--- src/rtl/alu_pkg.sv ---
`default_nettype none

package alu_pkg;

  // --------------------------------------------------
  // Widths
  // --------------------------------------------------
  localparam int unsigned XLEN = 32;
  localparam int unsigned SHAMT_W = $clog2(XLEN);
  // Must hold the value XLEN itself
  localparam int unsigned CNT_W = $clog2(XLEN) + 1;

  typedef logic [XLEN-1:0] word_t;
  typedef logic [SHAMT_W-1:0] shamt_t;
  typedef logic [CNT_W-1:0] cnt_t;

  // --------------------------------------------------
  // Operations
  // --------------------------------------------------
  typedef enum logic [5:0] {
    // Arithmetic and logic
    ADD, SUB, ANDL, ORL, XORL, ANDN, ORN, XNOR,
    // Shifts and rotates
    SLL, SRL, SRA, ROL, ROR,
    // Set-less-than and min/max
    SLTS, SLTU, MIN, MAX, MINU, MAXU,
    // Bit counts
    CLZ, CTZ, CPOP,
    // Byte handling and extensions
    SEXTB, SEXTH, ZEXTH, ORCB, REV8,
    // Branch compares
    EQ, NE, LTS, LTU, GES, GEU
  } alu_op_e;

  // Bit 0 swaps with bit XLEN-1 and so on
  function automatic word_t bit_reverse(word_t value);
    word_t rev;
    for (int i = 0; i < XLEN; i++) begin
      rev[i] = value[XLEN-1-i];
    end
    return rev;
  endfunction

endpackage

`default_nettype wire
--- src/rtl/alu_top.sv ---
`timescale 1ns/1ps
`default_nettype none

module alu_top #(
  parameter int unsigned QUEUE_DEPTH = 4,
  parameter int unsigned OUT_CREDITS = 2
) (
  input  logic             clk_i,
  input  logic             rst_n_i,
  input  logic             req_valid_i,
  input  alu_pkg::alu_op_e req_op_i,
  input  alu_pkg::word_t   req_operand_a_i,
  input  alu_pkg::word_t   req_operand_b_i,
  output logic             req_credit_o,
  output logic             res_valid_o,
  output alu_pkg::word_t   res_result_o,
  output logic             res_branch_taken_o,
  input  logic             res_credit_i
);

  import alu_pkg::*;

  // Stage 1
  logic    s1_valid;
  alu_op_e s1_op;
  word_t   s1_operand_a;
  word_t   s1_operand_b;
  logic    s1_negate_b;
  logic    s1_signed_cmp;
  logic    s1_shift_left;

  // Stage 2
  logic    s2_valid;
  word_t   s2_result;
  logic    s2_branch_taken;

  alu_op_issue u_issue (
    .clk_i          (clk_i),
    .rst_n_i        (rst_n_i),
    .req_valid_i    (req_valid_i),
    .req_op_i       (req_op_i),
    .req_operand_a_i(req_operand_a_i),
    .req_operand_b_i(req_operand_b_i),
    .s1_valid_o     (s1_valid),
    .s1_op_o        (s1_op),
    .s1_operand_a_o (s1_operand_a),
    .s1_operand_b_o (s1_operand_b),
    .s1_negate_b_o  (s1_negate_b),
    .s1_signed_cmp_o(s1_signed_cmp),
    .s1_shift_left_o(s1_shift_left)
  );

  alu_exec u_exec (
    .clk_i            (clk_i),
    .rst_n_i          (rst_n_i),
    .s1_valid_i       (s1_valid),
    .s1_op_i          (s1_op),
    .s1_operand_a_i   (s1_operand_a),
    .s1_operand_b_i   (s1_operand_b),
    .s1_negate_b_i    (s1_negate_b),
    .s1_signed_cmp_i  (s1_signed_cmp),
    .s1_shift_left_i  (s1_shift_left),
    .s2_valid_o       (s2_valid),
    .s2_result_o      (s2_result),
    .s2_branch_taken_o(s2_branch_taken)
  );

  alu_result_queue #(
    .QUEUE_DEPTH(QUEUE_DEPTH),
    .OUT_CREDITS(OUT_CREDITS)
  ) u_result_queue (
    .clk_i             (clk_i),
    .rst_n_i           (rst_n_i),
    .s2_valid_i        (s2_valid),
    .s2_result_i       (s2_result),
    .s2_branch_taken_i (s2_branch_taken),
    .res_credit_i      (res_credit_i),
    .res_valid_o       (res_valid_o),
    .res_result_o      (res_result_o),
    .res_branch_taken_o(res_branch_taken_o),
    .req_credit_o      (req_credit_o)
  );

endmodule

`default_nettype wire

--- src/rtl/alu_result_queue.sv ---
`timescale 1ns/1ps
`default_nettype none

module alu_result_queue #(
  parameter int unsigned QUEUE_DEPTH = 4,
  parameter int unsigned OUT_CREDITS = 2
) (
  input  logic           clk_i,
  input  logic           rst_n_i,
  input  logic           s2_valid_i,
  input  alu_pkg::word_t s2_result_i,
  input  logic           s2_branch_taken_i,
  input  logic           res_credit_i,
  output logic           res_valid_o,
  output alu_pkg::word_t res_result_o,
  output logic           res_branch_taken_o,
  output logic           req_credit_o
);

  import alu_pkg::*;

  localparam int unsigned PTR_W  = (QUEUE_DEPTH > 1) ? $clog2(QUEUE_DEPTH) : 1;
  localparam int unsigned FILL_W = $clog2(QUEUE_DEPTH + 1);
  localparam int unsigned CRED_W = $clog2(OUT_CREDITS + 2);

  word_t             result_mem [QUEUE_DEPTH];
  logic              branch_mem [QUEUE_DEPTH];
  logic [PTR_W-1:0]  wr_ptr_q;
  logic [PTR_W-1:0]  rd_ptr_q;
  logic [FILL_W-1:0] fill_q;
  logic [CRED_W-1:0] credit_q;
  logic              empty;
  logic              credit_avail;
  logic              pop;

  // --------------------------------------------------
  // Pop decision
  // --------------------------------------------------
  assign empty        = (fill_q == '0);
  // A credit arriving this cycle can be spent at once
  assign credit_avail = (credit_q != '0) || res_credit_i;
  assign pop          = !empty && credit_avail;

  assign res_valid_o        = pop;
  assign res_result_o       = result_mem[rd_ptr_q];
  assign res_branch_taken_o = branch_mem[rd_ptr_q];
  // Freed slot goes straight back upstream
  assign req_credit_o       = pop;

  // Storage, write side only
  always_ff @(posedge clk_i) begin
    if (s2_valid_i) begin
      result_mem[wr_ptr_q] <= s2_result_i;
      branch_mem[wr_ptr_q] <= s2_branch_taken_i;
    end
  end

  // --------------------------------------------------
  // Pointers, fill level and downstream credits
  // --------------------------------------------------
  always_ff @(posedge clk_i or negedge rst_n_i) begin
    if (!rst_n_i) begin
      wr_ptr_q <= '0;
      rd_ptr_q <= '0;
      fill_q   <= '0;
      credit_q <= CRED_W'(OUT_CREDITS);
    end else begin
      if (s2_valid_i) begin
        wr_ptr_q <= (wr_ptr_q == PTR_W'(QUEUE_DEPTH - 1)) ? '0 : wr_ptr_q + 1'b1;
      end
      if (pop) begin
        rd_ptr_q <= (rd_ptr_q == PTR_W'(QUEUE_DEPTH - 1)) ? '0 : rd_ptr_q + 1'b1;
      end
      case ({s2_valid_i, pop})
        2'b10:   fill_q <= fill_q + 1'b1;
        2'b01:   fill_q <= fill_q - 1'b1;
        default: ;
      endcase
      case ({res_credit_i, pop})
        2'b10:   credit_q <= credit_q + 1'b1;
        2'b01:   credit_q <= credit_q - 1'b1;
        default: ;
      endcase
    end
  end

endmodule

`default_nettype wire

--- src/rtl/alu_exec.sv ---
`timescale 1ns/1ps
`default_nettype none

module alu_exec (
  input  logic             clk_i,
  input  logic             rst_n_i,
  input  logic             s1_valid_i,
  input  alu_pkg::alu_op_e s1_op_i,
  input  alu_pkg::word_t   s1_operand_a_i,
  input  alu_pkg::word_t   s1_operand_b_i,
  input  logic             s1_negate_b_i,
  input  logic             s1_signed_cmp_i,
  input  logic             s1_shift_left_i,
  output logic             s2_valid_o,
  output alu_pkg::word_t   s2_result_o,
  output logic             s2_branch_taken_o
);

  import alu_pkg::*;

  logic [XLEN:0] adder_in_a;
  logic [XLEN:0] adder_in_b;
  logic [XLEN:0] adder_sum;
  word_t         adder_result;
  word_t         operand_b_inv;
  logic          zero_flag;
  logic [XLEN:0] cmp_a;
  logic [XLEN:0] cmp_b;
  logic          less;
  word_t         shift_result;
  cnt_t          zero_count;
  cnt_t          pop_count;
  word_t         orcb_result;
  word_t         rev8_result;
  word_t         result;
  logic          branch_taken;

  // --------------------------------------------------
  // Adder and flags
  // --------------------------------------------------

  // Low bit of a is 1 so the inverted b gets its +1 for subtraction
  assign adder_in_a    = {s1_operand_a_i, 1'b1};
  assign adder_in_b    = {s1_operand_b_i, 1'b0} ^ {(XLEN + 1){s1_negate_b_i}};
  assign adder_sum     = adder_in_a + adder_in_b;
  assign adder_result  = adder_sum[XLEN:1];
  assign operand_b_inv = adder_in_b[XLEN:1];
  assign zero_flag     = ~|adder_result;

  // One comparator for both signed and unsigned
  assign cmp_a = {s1_signed_cmp_i & s1_operand_a_i[XLEN-1], s1_operand_a_i};
  assign cmp_b = {s1_signed_cmp_i & s1_operand_b_i[XLEN-1], s1_operand_b_i};
  assign less  = $signed(cmp_a) < $signed(cmp_b);

  // --------------------------------------------------
  // Shifter and counts
  // --------------------------------------------------
  alu_shifter u_shifter (
    .operand_a_i (s1_operand_a_i),
    .shamt_i     (s1_operand_b_i[SHAMT_W-1:0]),
    .shift_left_i(s1_shift_left_i),
    .arithmetic_i(s1_op_i == SRA),
    .rotate_i    (s1_op_i inside {ROL, ROR}),
    .result_o    (shift_result)
  );

  alu_bit_count u_bit_count (
    .operand_i   (s1_operand_a_i),
    .trailing_i  (s1_op_i == CTZ),
    .zero_count_o(zero_count),
    .pop_count_o (pop_count)
  );

  // Byte-wise OR-combine and byte swap
  always_comb begin
    for (int i = 0; i < XLEN / 8; i++) begin
      orcb_result[8*i +: 8] = {8{|s1_operand_a_i[8*i +: 8]}};
      rev8_result[8*i +: 8] = s1_operand_a_i[XLEN-8-8*i +: 8];
    end
  end

  // --------------------------------------------------
  // Result mux and branch resolution
  // --------------------------------------------------
  always_comb begin
    result       = '0;
    branch_taken = 1'b0;
    unique case (s1_op_i)
      ADD, SUB:               result = adder_result;
      ANDL, ANDN:             result = s1_operand_a_i & operand_b_inv;
      ORL, ORN:               result = s1_operand_a_i | operand_b_inv;
      XORL, XNOR:             result = s1_operand_a_i ^ operand_b_inv;
      SLL, SRL, SRA, ROL, ROR: result = shift_result;
      SLTS, SLTU:             result = {{(XLEN - 1){1'b0}}, less};
      MIN, MINU:              result = less ? s1_operand_a_i : s1_operand_b_i;
      MAX, MAXU:              result = less ? s1_operand_b_i : s1_operand_a_i;
      CLZ, CTZ:               result = {{(XLEN - CNT_W){1'b0}}, zero_count};
      CPOP:                   result = {{(XLEN - CNT_W){1'b0}}, pop_count};
      SEXTB:  result = {{(XLEN - 8){s1_operand_a_i[7]}}, s1_operand_a_i[7:0]};
      SEXTH:  result = {{(XLEN - 16){s1_operand_a_i[15]}}, s1_operand_a_i[15:0]};
      ZEXTH:  result = {{(XLEN - 16){1'b0}}, s1_operand_a_i[15:0]};
      ORCB:   result = orcb_result;
      REV8:   result = rev8_result;
      // Branches leave the result at zero
      EQ:       branch_taken = zero_flag;
      NE:       branch_taken = ~zero_flag;
      LTS, LTU: branch_taken = less;
      GES, GEU: branch_taken = ~less;
      default: ;
    endcase
  end

  // --------------------------------------------------
  // Stage 2 register
  // --------------------------------------------------
  always_ff @(posedge clk_i or negedge rst_n_i) begin
    if (!rst_n_i) begin
      s2_valid_o <= 1'b0;
    end else begin
      s2_valid_o <= s1_valid_i;
    end
  end

  always_ff @(posedge clk_i) begin
    if (s1_valid_i) begin
      s2_result_o       <= result;
      s2_branch_taken_o <= branch_taken;
    end
  end

endmodule

`default_nettype wire

--- src/rtl/alu_bit_count.sv ---
`timescale 1ns/1ps
`default_nettype none

module alu_bit_count (
  input  alu_pkg::word_t operand_i,
  input  logic           trailing_i,
  output alu_pkg::cnt_t  zero_count_o,
  output alu_pkg::cnt_t  pop_count_o
);

  import alu_pkg::*;

  word_t scan;

  // Trailing zeros are leading zeros of the reversed word
  assign scan = trailing_i ? bit_reverse(operand_i) : operand_i;

  // --------------------------------------------------
  // Leading zeros
  // --------------------------------------------------
  always_comb begin
    // All-zero word keeps the full width
    zero_count_o = cnt_t'(XLEN);
    // Highest set bit is the last one to write
    for (int i = 0; i < XLEN; i++) begin
      if (scan[i]) begin
        zero_count_o = cnt_t'(XLEN - 1 - i);
      end
    end
  end

  // --------------------------------------------------
  // Population count
  // --------------------------------------------------
  always_comb begin
    pop_count_o = '0;
    for (int i = 0; i < XLEN; i++) begin
      pop_count_o = pop_count_o + cnt_t'(operand_i[i]);
    end
  end

endmodule

`default_nettype wire

--- src/rtl/alu_shifter.sv ---
`timescale 1ns/1ps
`default_nettype none

module alu_shifter (
  input  alu_pkg::word_t  operand_a_i,
  input  alu_pkg::shamt_t shamt_i,
  input  logic            shift_left_i,
  input  logic            arithmetic_i,
  input  logic            rotate_i,
  output alu_pkg::word_t  result_o
);

  import alu_pkg::*;

  localparam logic [SHAMT_W:0] FULL_AMT = (SHAMT_W + 1)'(XLEN);

  word_t            shift_in;
  logic [XLEN:0]    shift_ext;
  logic [XLEN:0]    right_ext;
  logic [SHAMT_W:0] comp_amt;
  word_t            wrap_bits;
  word_t            right_res;

  // Left operations run through the right shifter reversed
  assign shift_in = shift_left_i ? bit_reverse(operand_a_i) : operand_a_i;

  // Extra top bit carries the sign for SRA
  assign shift_ext = {arithmetic_i & shift_in[XLEN-1], shift_in};
  assign right_ext = $unsigned($signed(shift_ext) >>> shamt_i);

  // Complementary left shift, zero when the amount is zero
  assign comp_amt  = FULL_AMT - {1'b0, shamt_i};
  assign wrap_bits = rotate_i ? (shift_in << comp_amt) : '0;

  assign right_res = right_ext[XLEN-1:0] | wrap_bits;

  // Undo the reversal for SLL and ROL
  assign result_o = shift_left_i ? bit_reverse(right_res) : right_res;

endmodule

`default_nettype wire

--- src/rtl/alu_op_issue.sv ---
`timescale 1ns/1ps
`default_nettype none

module alu_op_issue (
  input  logic             clk_i,
  input  logic             rst_n_i,
  input  logic             req_valid_i,
  input  alu_pkg::alu_op_e req_op_i,
  input  alu_pkg::word_t   req_operand_a_i,
  input  alu_pkg::word_t   req_operand_b_i,
  output logic             s1_valid_o,
  output alu_pkg::alu_op_e s1_op_o,
  output alu_pkg::word_t   s1_operand_a_o,
  output alu_pkg::word_t   s1_operand_b_o,
  output logic             s1_negate_b_o,
  output logic             s1_signed_cmp_o,
  output logic             s1_shift_left_o
);

  import alu_pkg::*;

  logic negate_b;
  logic signed_cmp;
  logic shift_left;

  // --------------------------------------------------
  // Control decode
  // --------------------------------------------------

  // Operand b goes through the adder inverted
  assign negate_b = req_op_i inside {SUB, EQ, NE, ANDN, ORN, XNOR};

  // Compare with sign extension of both operands
  assign signed_cmp = req_op_i inside {SLTS, LTS, GES, MIN, MAX};

  // Left direction, shifter reverses the operand
  assign shift_left = req_op_i inside {SLL, ROL};

  // --------------------------------------------------
  // Stage 1 register
  // --------------------------------------------------
  always_ff @(posedge clk_i or negedge rst_n_i) begin
    if (!rst_n_i) begin
      s1_valid_o <= 1'b0;
    end else begin
      s1_valid_o <= req_valid_i;
    end
  end

  // Payload only loads on an accepted request
  always_ff @(posedge clk_i) begin
    if (req_valid_i) begin
      s1_op_o         <= req_op_i;
      s1_operand_a_o  <= req_operand_a_i;
      s1_operand_b_o  <= req_operand_b_i;
      s1_negate_b_o   <= negate_b;
      s1_signed_cmp_o <= signed_cmp;
      s1_shift_left_o <= shift_left;
    end
  end

endmodule

`default_nettype wire

--- config.mk ---
export PLATFORM = sky130hd
export DESIGN_NAME = alu_top
export DESIGN_NICKNAME = d
export VERILOG_FILES = /design/src/rtl/alu_pkg.sv /design/src/rtl/alu_top.sv /design/src/rtl/alu_result_queue.sv /design/src/rtl/alu_exec.sv /design/src/rtl/alu_bit_count.sv /design/src/rtl/alu_shifter.sv /design/src/rtl/alu_op_issue.sv
export SDC_FILE = /design/constraint.sdc
export NUM_CORES = 1
export LEC_CHECK = 0
export ABC_AREA = 1
export BUFFER_PORTS_ARGS = -buffer_cell sky130_fd_sc_hd__buf_2
export CAP_MARGIN = 20
export CORE_MARGIN = 10
export CORE_UTILIZATION = 50
export DETAILED_ROUTE_END_ITERATION = 6
export GPL_TIMING_DRIVEN = 1
export PLACE_DENSITY_LB_ADDON = 0.2
export SLEW_MARGIN = 20
export SYNTH_ARGS = -nofsm -noshare
export SYNTH_HDL_FRONTEND = slang
export SYNTH_SLANG_ARGS = --single-unit
--- constraint.sdc ---
create_clock -name clk_i -period 11.2 [get_ports clk_i]
set_input_delay 2.8 -clock clk_i [delete_from_list [all_inputs] [get_ports clk_i]]
set_output_delay 2.8 -clock clk_i [all_outputs]
set_load 0.05 [all_outputs]
==> flow_summary.json <==
{
  "status": "complete, but fails checks",
  "violations": "design-rule violations",
  "endpoint_kind": "output port",
  "hold_viol": 0,
  "regToRegSetupSlack_ps": 5160,
  "dieArea_sq_um": 48200,
  "fin_crit_sh_pct": 56.6,
  "ys.flop_type": "edfxtp_1",
  "tightest_slew_ps": 1270,
  "worstPathArrival_ps": 3540,
  "fp.dieH_um": 220,
  "synth-seq-cells": 249,
  "grt_pass1_wl_mm": 114,
  "finalNetCount": 2801,
  "hpwlAfterDp_mm": 59.0,
  "yosys.area.top_type_share_pct": 35.9,
  "avgViaCountPerCell": 6.22,
  "ys_seq_area_share_pct": 37.3,
  "syn_to_final_growth_pct": 9.50,
  "cp.required_ps": 8400,
  "start_util_pct": 50.3,
  "netlist_area_sq_um": 19900,
  "numCtsBuffers": 28,
  "min_delay_worst_endpoint": "u_result_queue.fill_q[0]$_DFFE_PN0P_",
  "final_common_cell": "nand2_1",
  "p_per_area_nw_per_um2": 203,
  "drtIter0Drc": 2413,
  "rsz0062_at_grt": "no",
  "fillers": 3754,
  "synth_area_leaders": "edfxtp_1, nand2_1, o21ai_0",
  "place_inst": 3086,
  "drt_first_pass_iters": 7,
  "finalWirelength_mm": 77.9,
  "fin_crit_ps": 6340,
  "worst-path-max-fanout": 8,
  "pre_cts_ws_ps": 4850,
  "drive_gt1_share_pct": 9.57,
  "ios": 109,
  "max_freq_mhz": 158,
  "core_sq_um": 39500,
  "r2r-end": "u_exec.s2_result_o[2]$_DFFE_PP_",
  "vias": 19500,
  "yosys.area.top_type": "edfxtp_1",
  "grt-ovfl-total": 0,
  "whs_path_depth": 1,
  "cts.clk_slew.worst_paths_ps": 60,
  "port-buffer-count": 108,
  "stdcell_count": 3140,
  "root_buffer": "clkbuf_16",
  "grt_max_degree": 75,
  "row_count": 73,
  "avgSynthCellArea_sq_um": 7.81,
  "drc": 2,
  "cts_sinks": 249,
  "yosysUniqueCellTypes": 69,
  "reg2reg_from": "u_issue.s1_operand_a_o[25]$_DFFE_PP_",
  "cap_violations": 0,
  "synthCells": 2550,
  "synth_edf_count": 238,
  "setup_viol": 0,
  "antenna_left": 0,
  "worstHoldStart": "u_result_queue.fill_q[0]$_DFFE_PN0P_",
  "clockBufferDepth": 3,
  "async_reset_ff_share_pct": 4.42,
  "gp_congestion": 1.07,
  "hold_buffers": 0,
  "grt_util_all_layers_pct": 31.4,
  "antenna_found_initial": 4,
  "cts_setup_buffers": 0,
  "cts_tree": "yes",
  "clock_latency_ps": 610,
  "crit_type": "in -> out",
  "grt_pass1_vias": 17900,
  "cts_resized": 0,
  "cts-htree-levels": 1,
  "slew-limit-headroom_pct": 14.7,
  "drv_slew": 0,
  "die_w_um": 220,
  "clock_skew_ps": 50.4,
  "wl_per_cell_um": 24.8,
  "final_cell_mix": "nand2_1, o21ai_0, inv_1",
  "ir_drop_v": 0.000142,
  "reg2regPathDepth": 19,
  "startpoint_type": "input pin",
  "fin_ws_ps": 4860,
  "p_total_mw": 4.43,
  "hp-class": "reg -> reg",
  "setup_tns_ps": 0,
  "syn_nets": 2760,
  "synth-warning-count": 0,
  "p_leak_nw": 9.27
}
==> registers in the layout, indices dropped and copies added (netlist names), 3 cells and up <==
signal,cells
u_result_queue.branch_mem,4
u_result_queue.fill_q,3
u_result_queue.result_mem,128
u_exec.s2_result_o,32
u_issue.s1_op_o,6
u_issue.s1_operand_a_o,32
u_issue.s1_operand_b_o,32
==> report_power, final <==
group / leakage (nW) / total, mW / switching [mW] / internal (mW)
clock: 0.462 / 0.949 / 0.392 / 0.558
sequential: 2.37 / 1.32 / 0.121 / 1.20
combinational: 6.44 / 2.16 / 1.52 / 0.634
total: 9.27 / 4.43 / 2.04 / 2.39
==> layer usage <==
metal	routed length [um]	track usage, %	vias up	share of wire, %
li1	-	-	8926	-
met1	32600	43.1	9276	42
met2	32600	45.8	1115	42
met3	8140	7.03	216	10
met4	4520	15.9	2	5.8
met5	17	0	-	0.022
==> logic make-up (layout without fill, tap and decap cells) <==
kind of cell,after synthesis,after routing,share of synthesized area (%)
adders and majority gates,136,136,9.49
muxes,10,10,0.503
buffers and inverters,435,498,8.60
AOI/OAI and AO/OA,748,748,22.3
and+or+nand+nor,902,902,18.7
xor gates and xnor gates,70,70,3.15
DFF,249,249,37.3
other,0,2,0
==> Yosys cell counts (3+ instances only) <==
master and n:
nand2_1 501, o21ai_0 350, inv_1 291, edfxtp_1 238
nor2_1 233, a21oi_1 141, ha_1 111, clkbuf_1 96
nand3_1 84, o22ai_1 50, o211ai_1 43, xnor2_1 40
xor2_1 28, fa_1 25, a221oi_1 23, o2111ai_1 22
buf_2 20, o221ai_1 20, a211oi_1 19, a31oi_1 18
nor3_1 18, nor4_1 17, o21ai_1 13, or2_2 12
nand4_1 11, buf_1 10, dfrtp_1 10, mux2i_1 10
nand2_2 9, a2111oi_0 8, buf_6 6, o21ai_2 6
clkinv_1 5, nor2_2 5, inv_2 4, nand3_2 4
o21bai_1 4, o21a_1 3, o31ai_1 3
==> stage by stage <==
step	hold WS (ps)	cell area [sq um]	utilization (%)
final	485	21800	55.1
after CTS	489	21800	55.1
after global placement	461	20800	52.7
after global routing	500	21800	55.1
after floorplan	446	19900	-
after detailed placement	476	20800	52.7
==> worst max-delay path by stage <==
stage / start / to / slack (ps) / depth (start not counted)
floorplan: res_credit_i / res_valid_o / 4800 / 3
CTS: res_credit_i / req_credit_o / 4850 / 4
finish: res_credit_i / req_credit_o / 4860 / 4
global route: res_credit_i / req_credit_o / 4830 / 4
global placement: res_credit_i / req_credit_o / 4820 / 4
detailed placement: res_credit_i / req_credit_o / 4850 / 4
==> worst max-delay path: stages <==
cell and delay (ps):
buf_2 100, o31ai_1 220, inv_1 170, buf_2 250
==> final cells by class <==
cell class,count,area (sq um),area share [%]
Inverter,300,1130,5.17
Sequential cell,249,7430,34.1
Clock buffer,35,727,3.33
Tap cell,525,657,3.01
Multi-Input combinational cell,1866,10800,49.6
Clock inverter,17,224,1.03
Antenna cell,2,5.00,0.0230
Timing Repair Buffer,146,828,3.80
No activity file was read; power rests on OpenSTA's default activity.
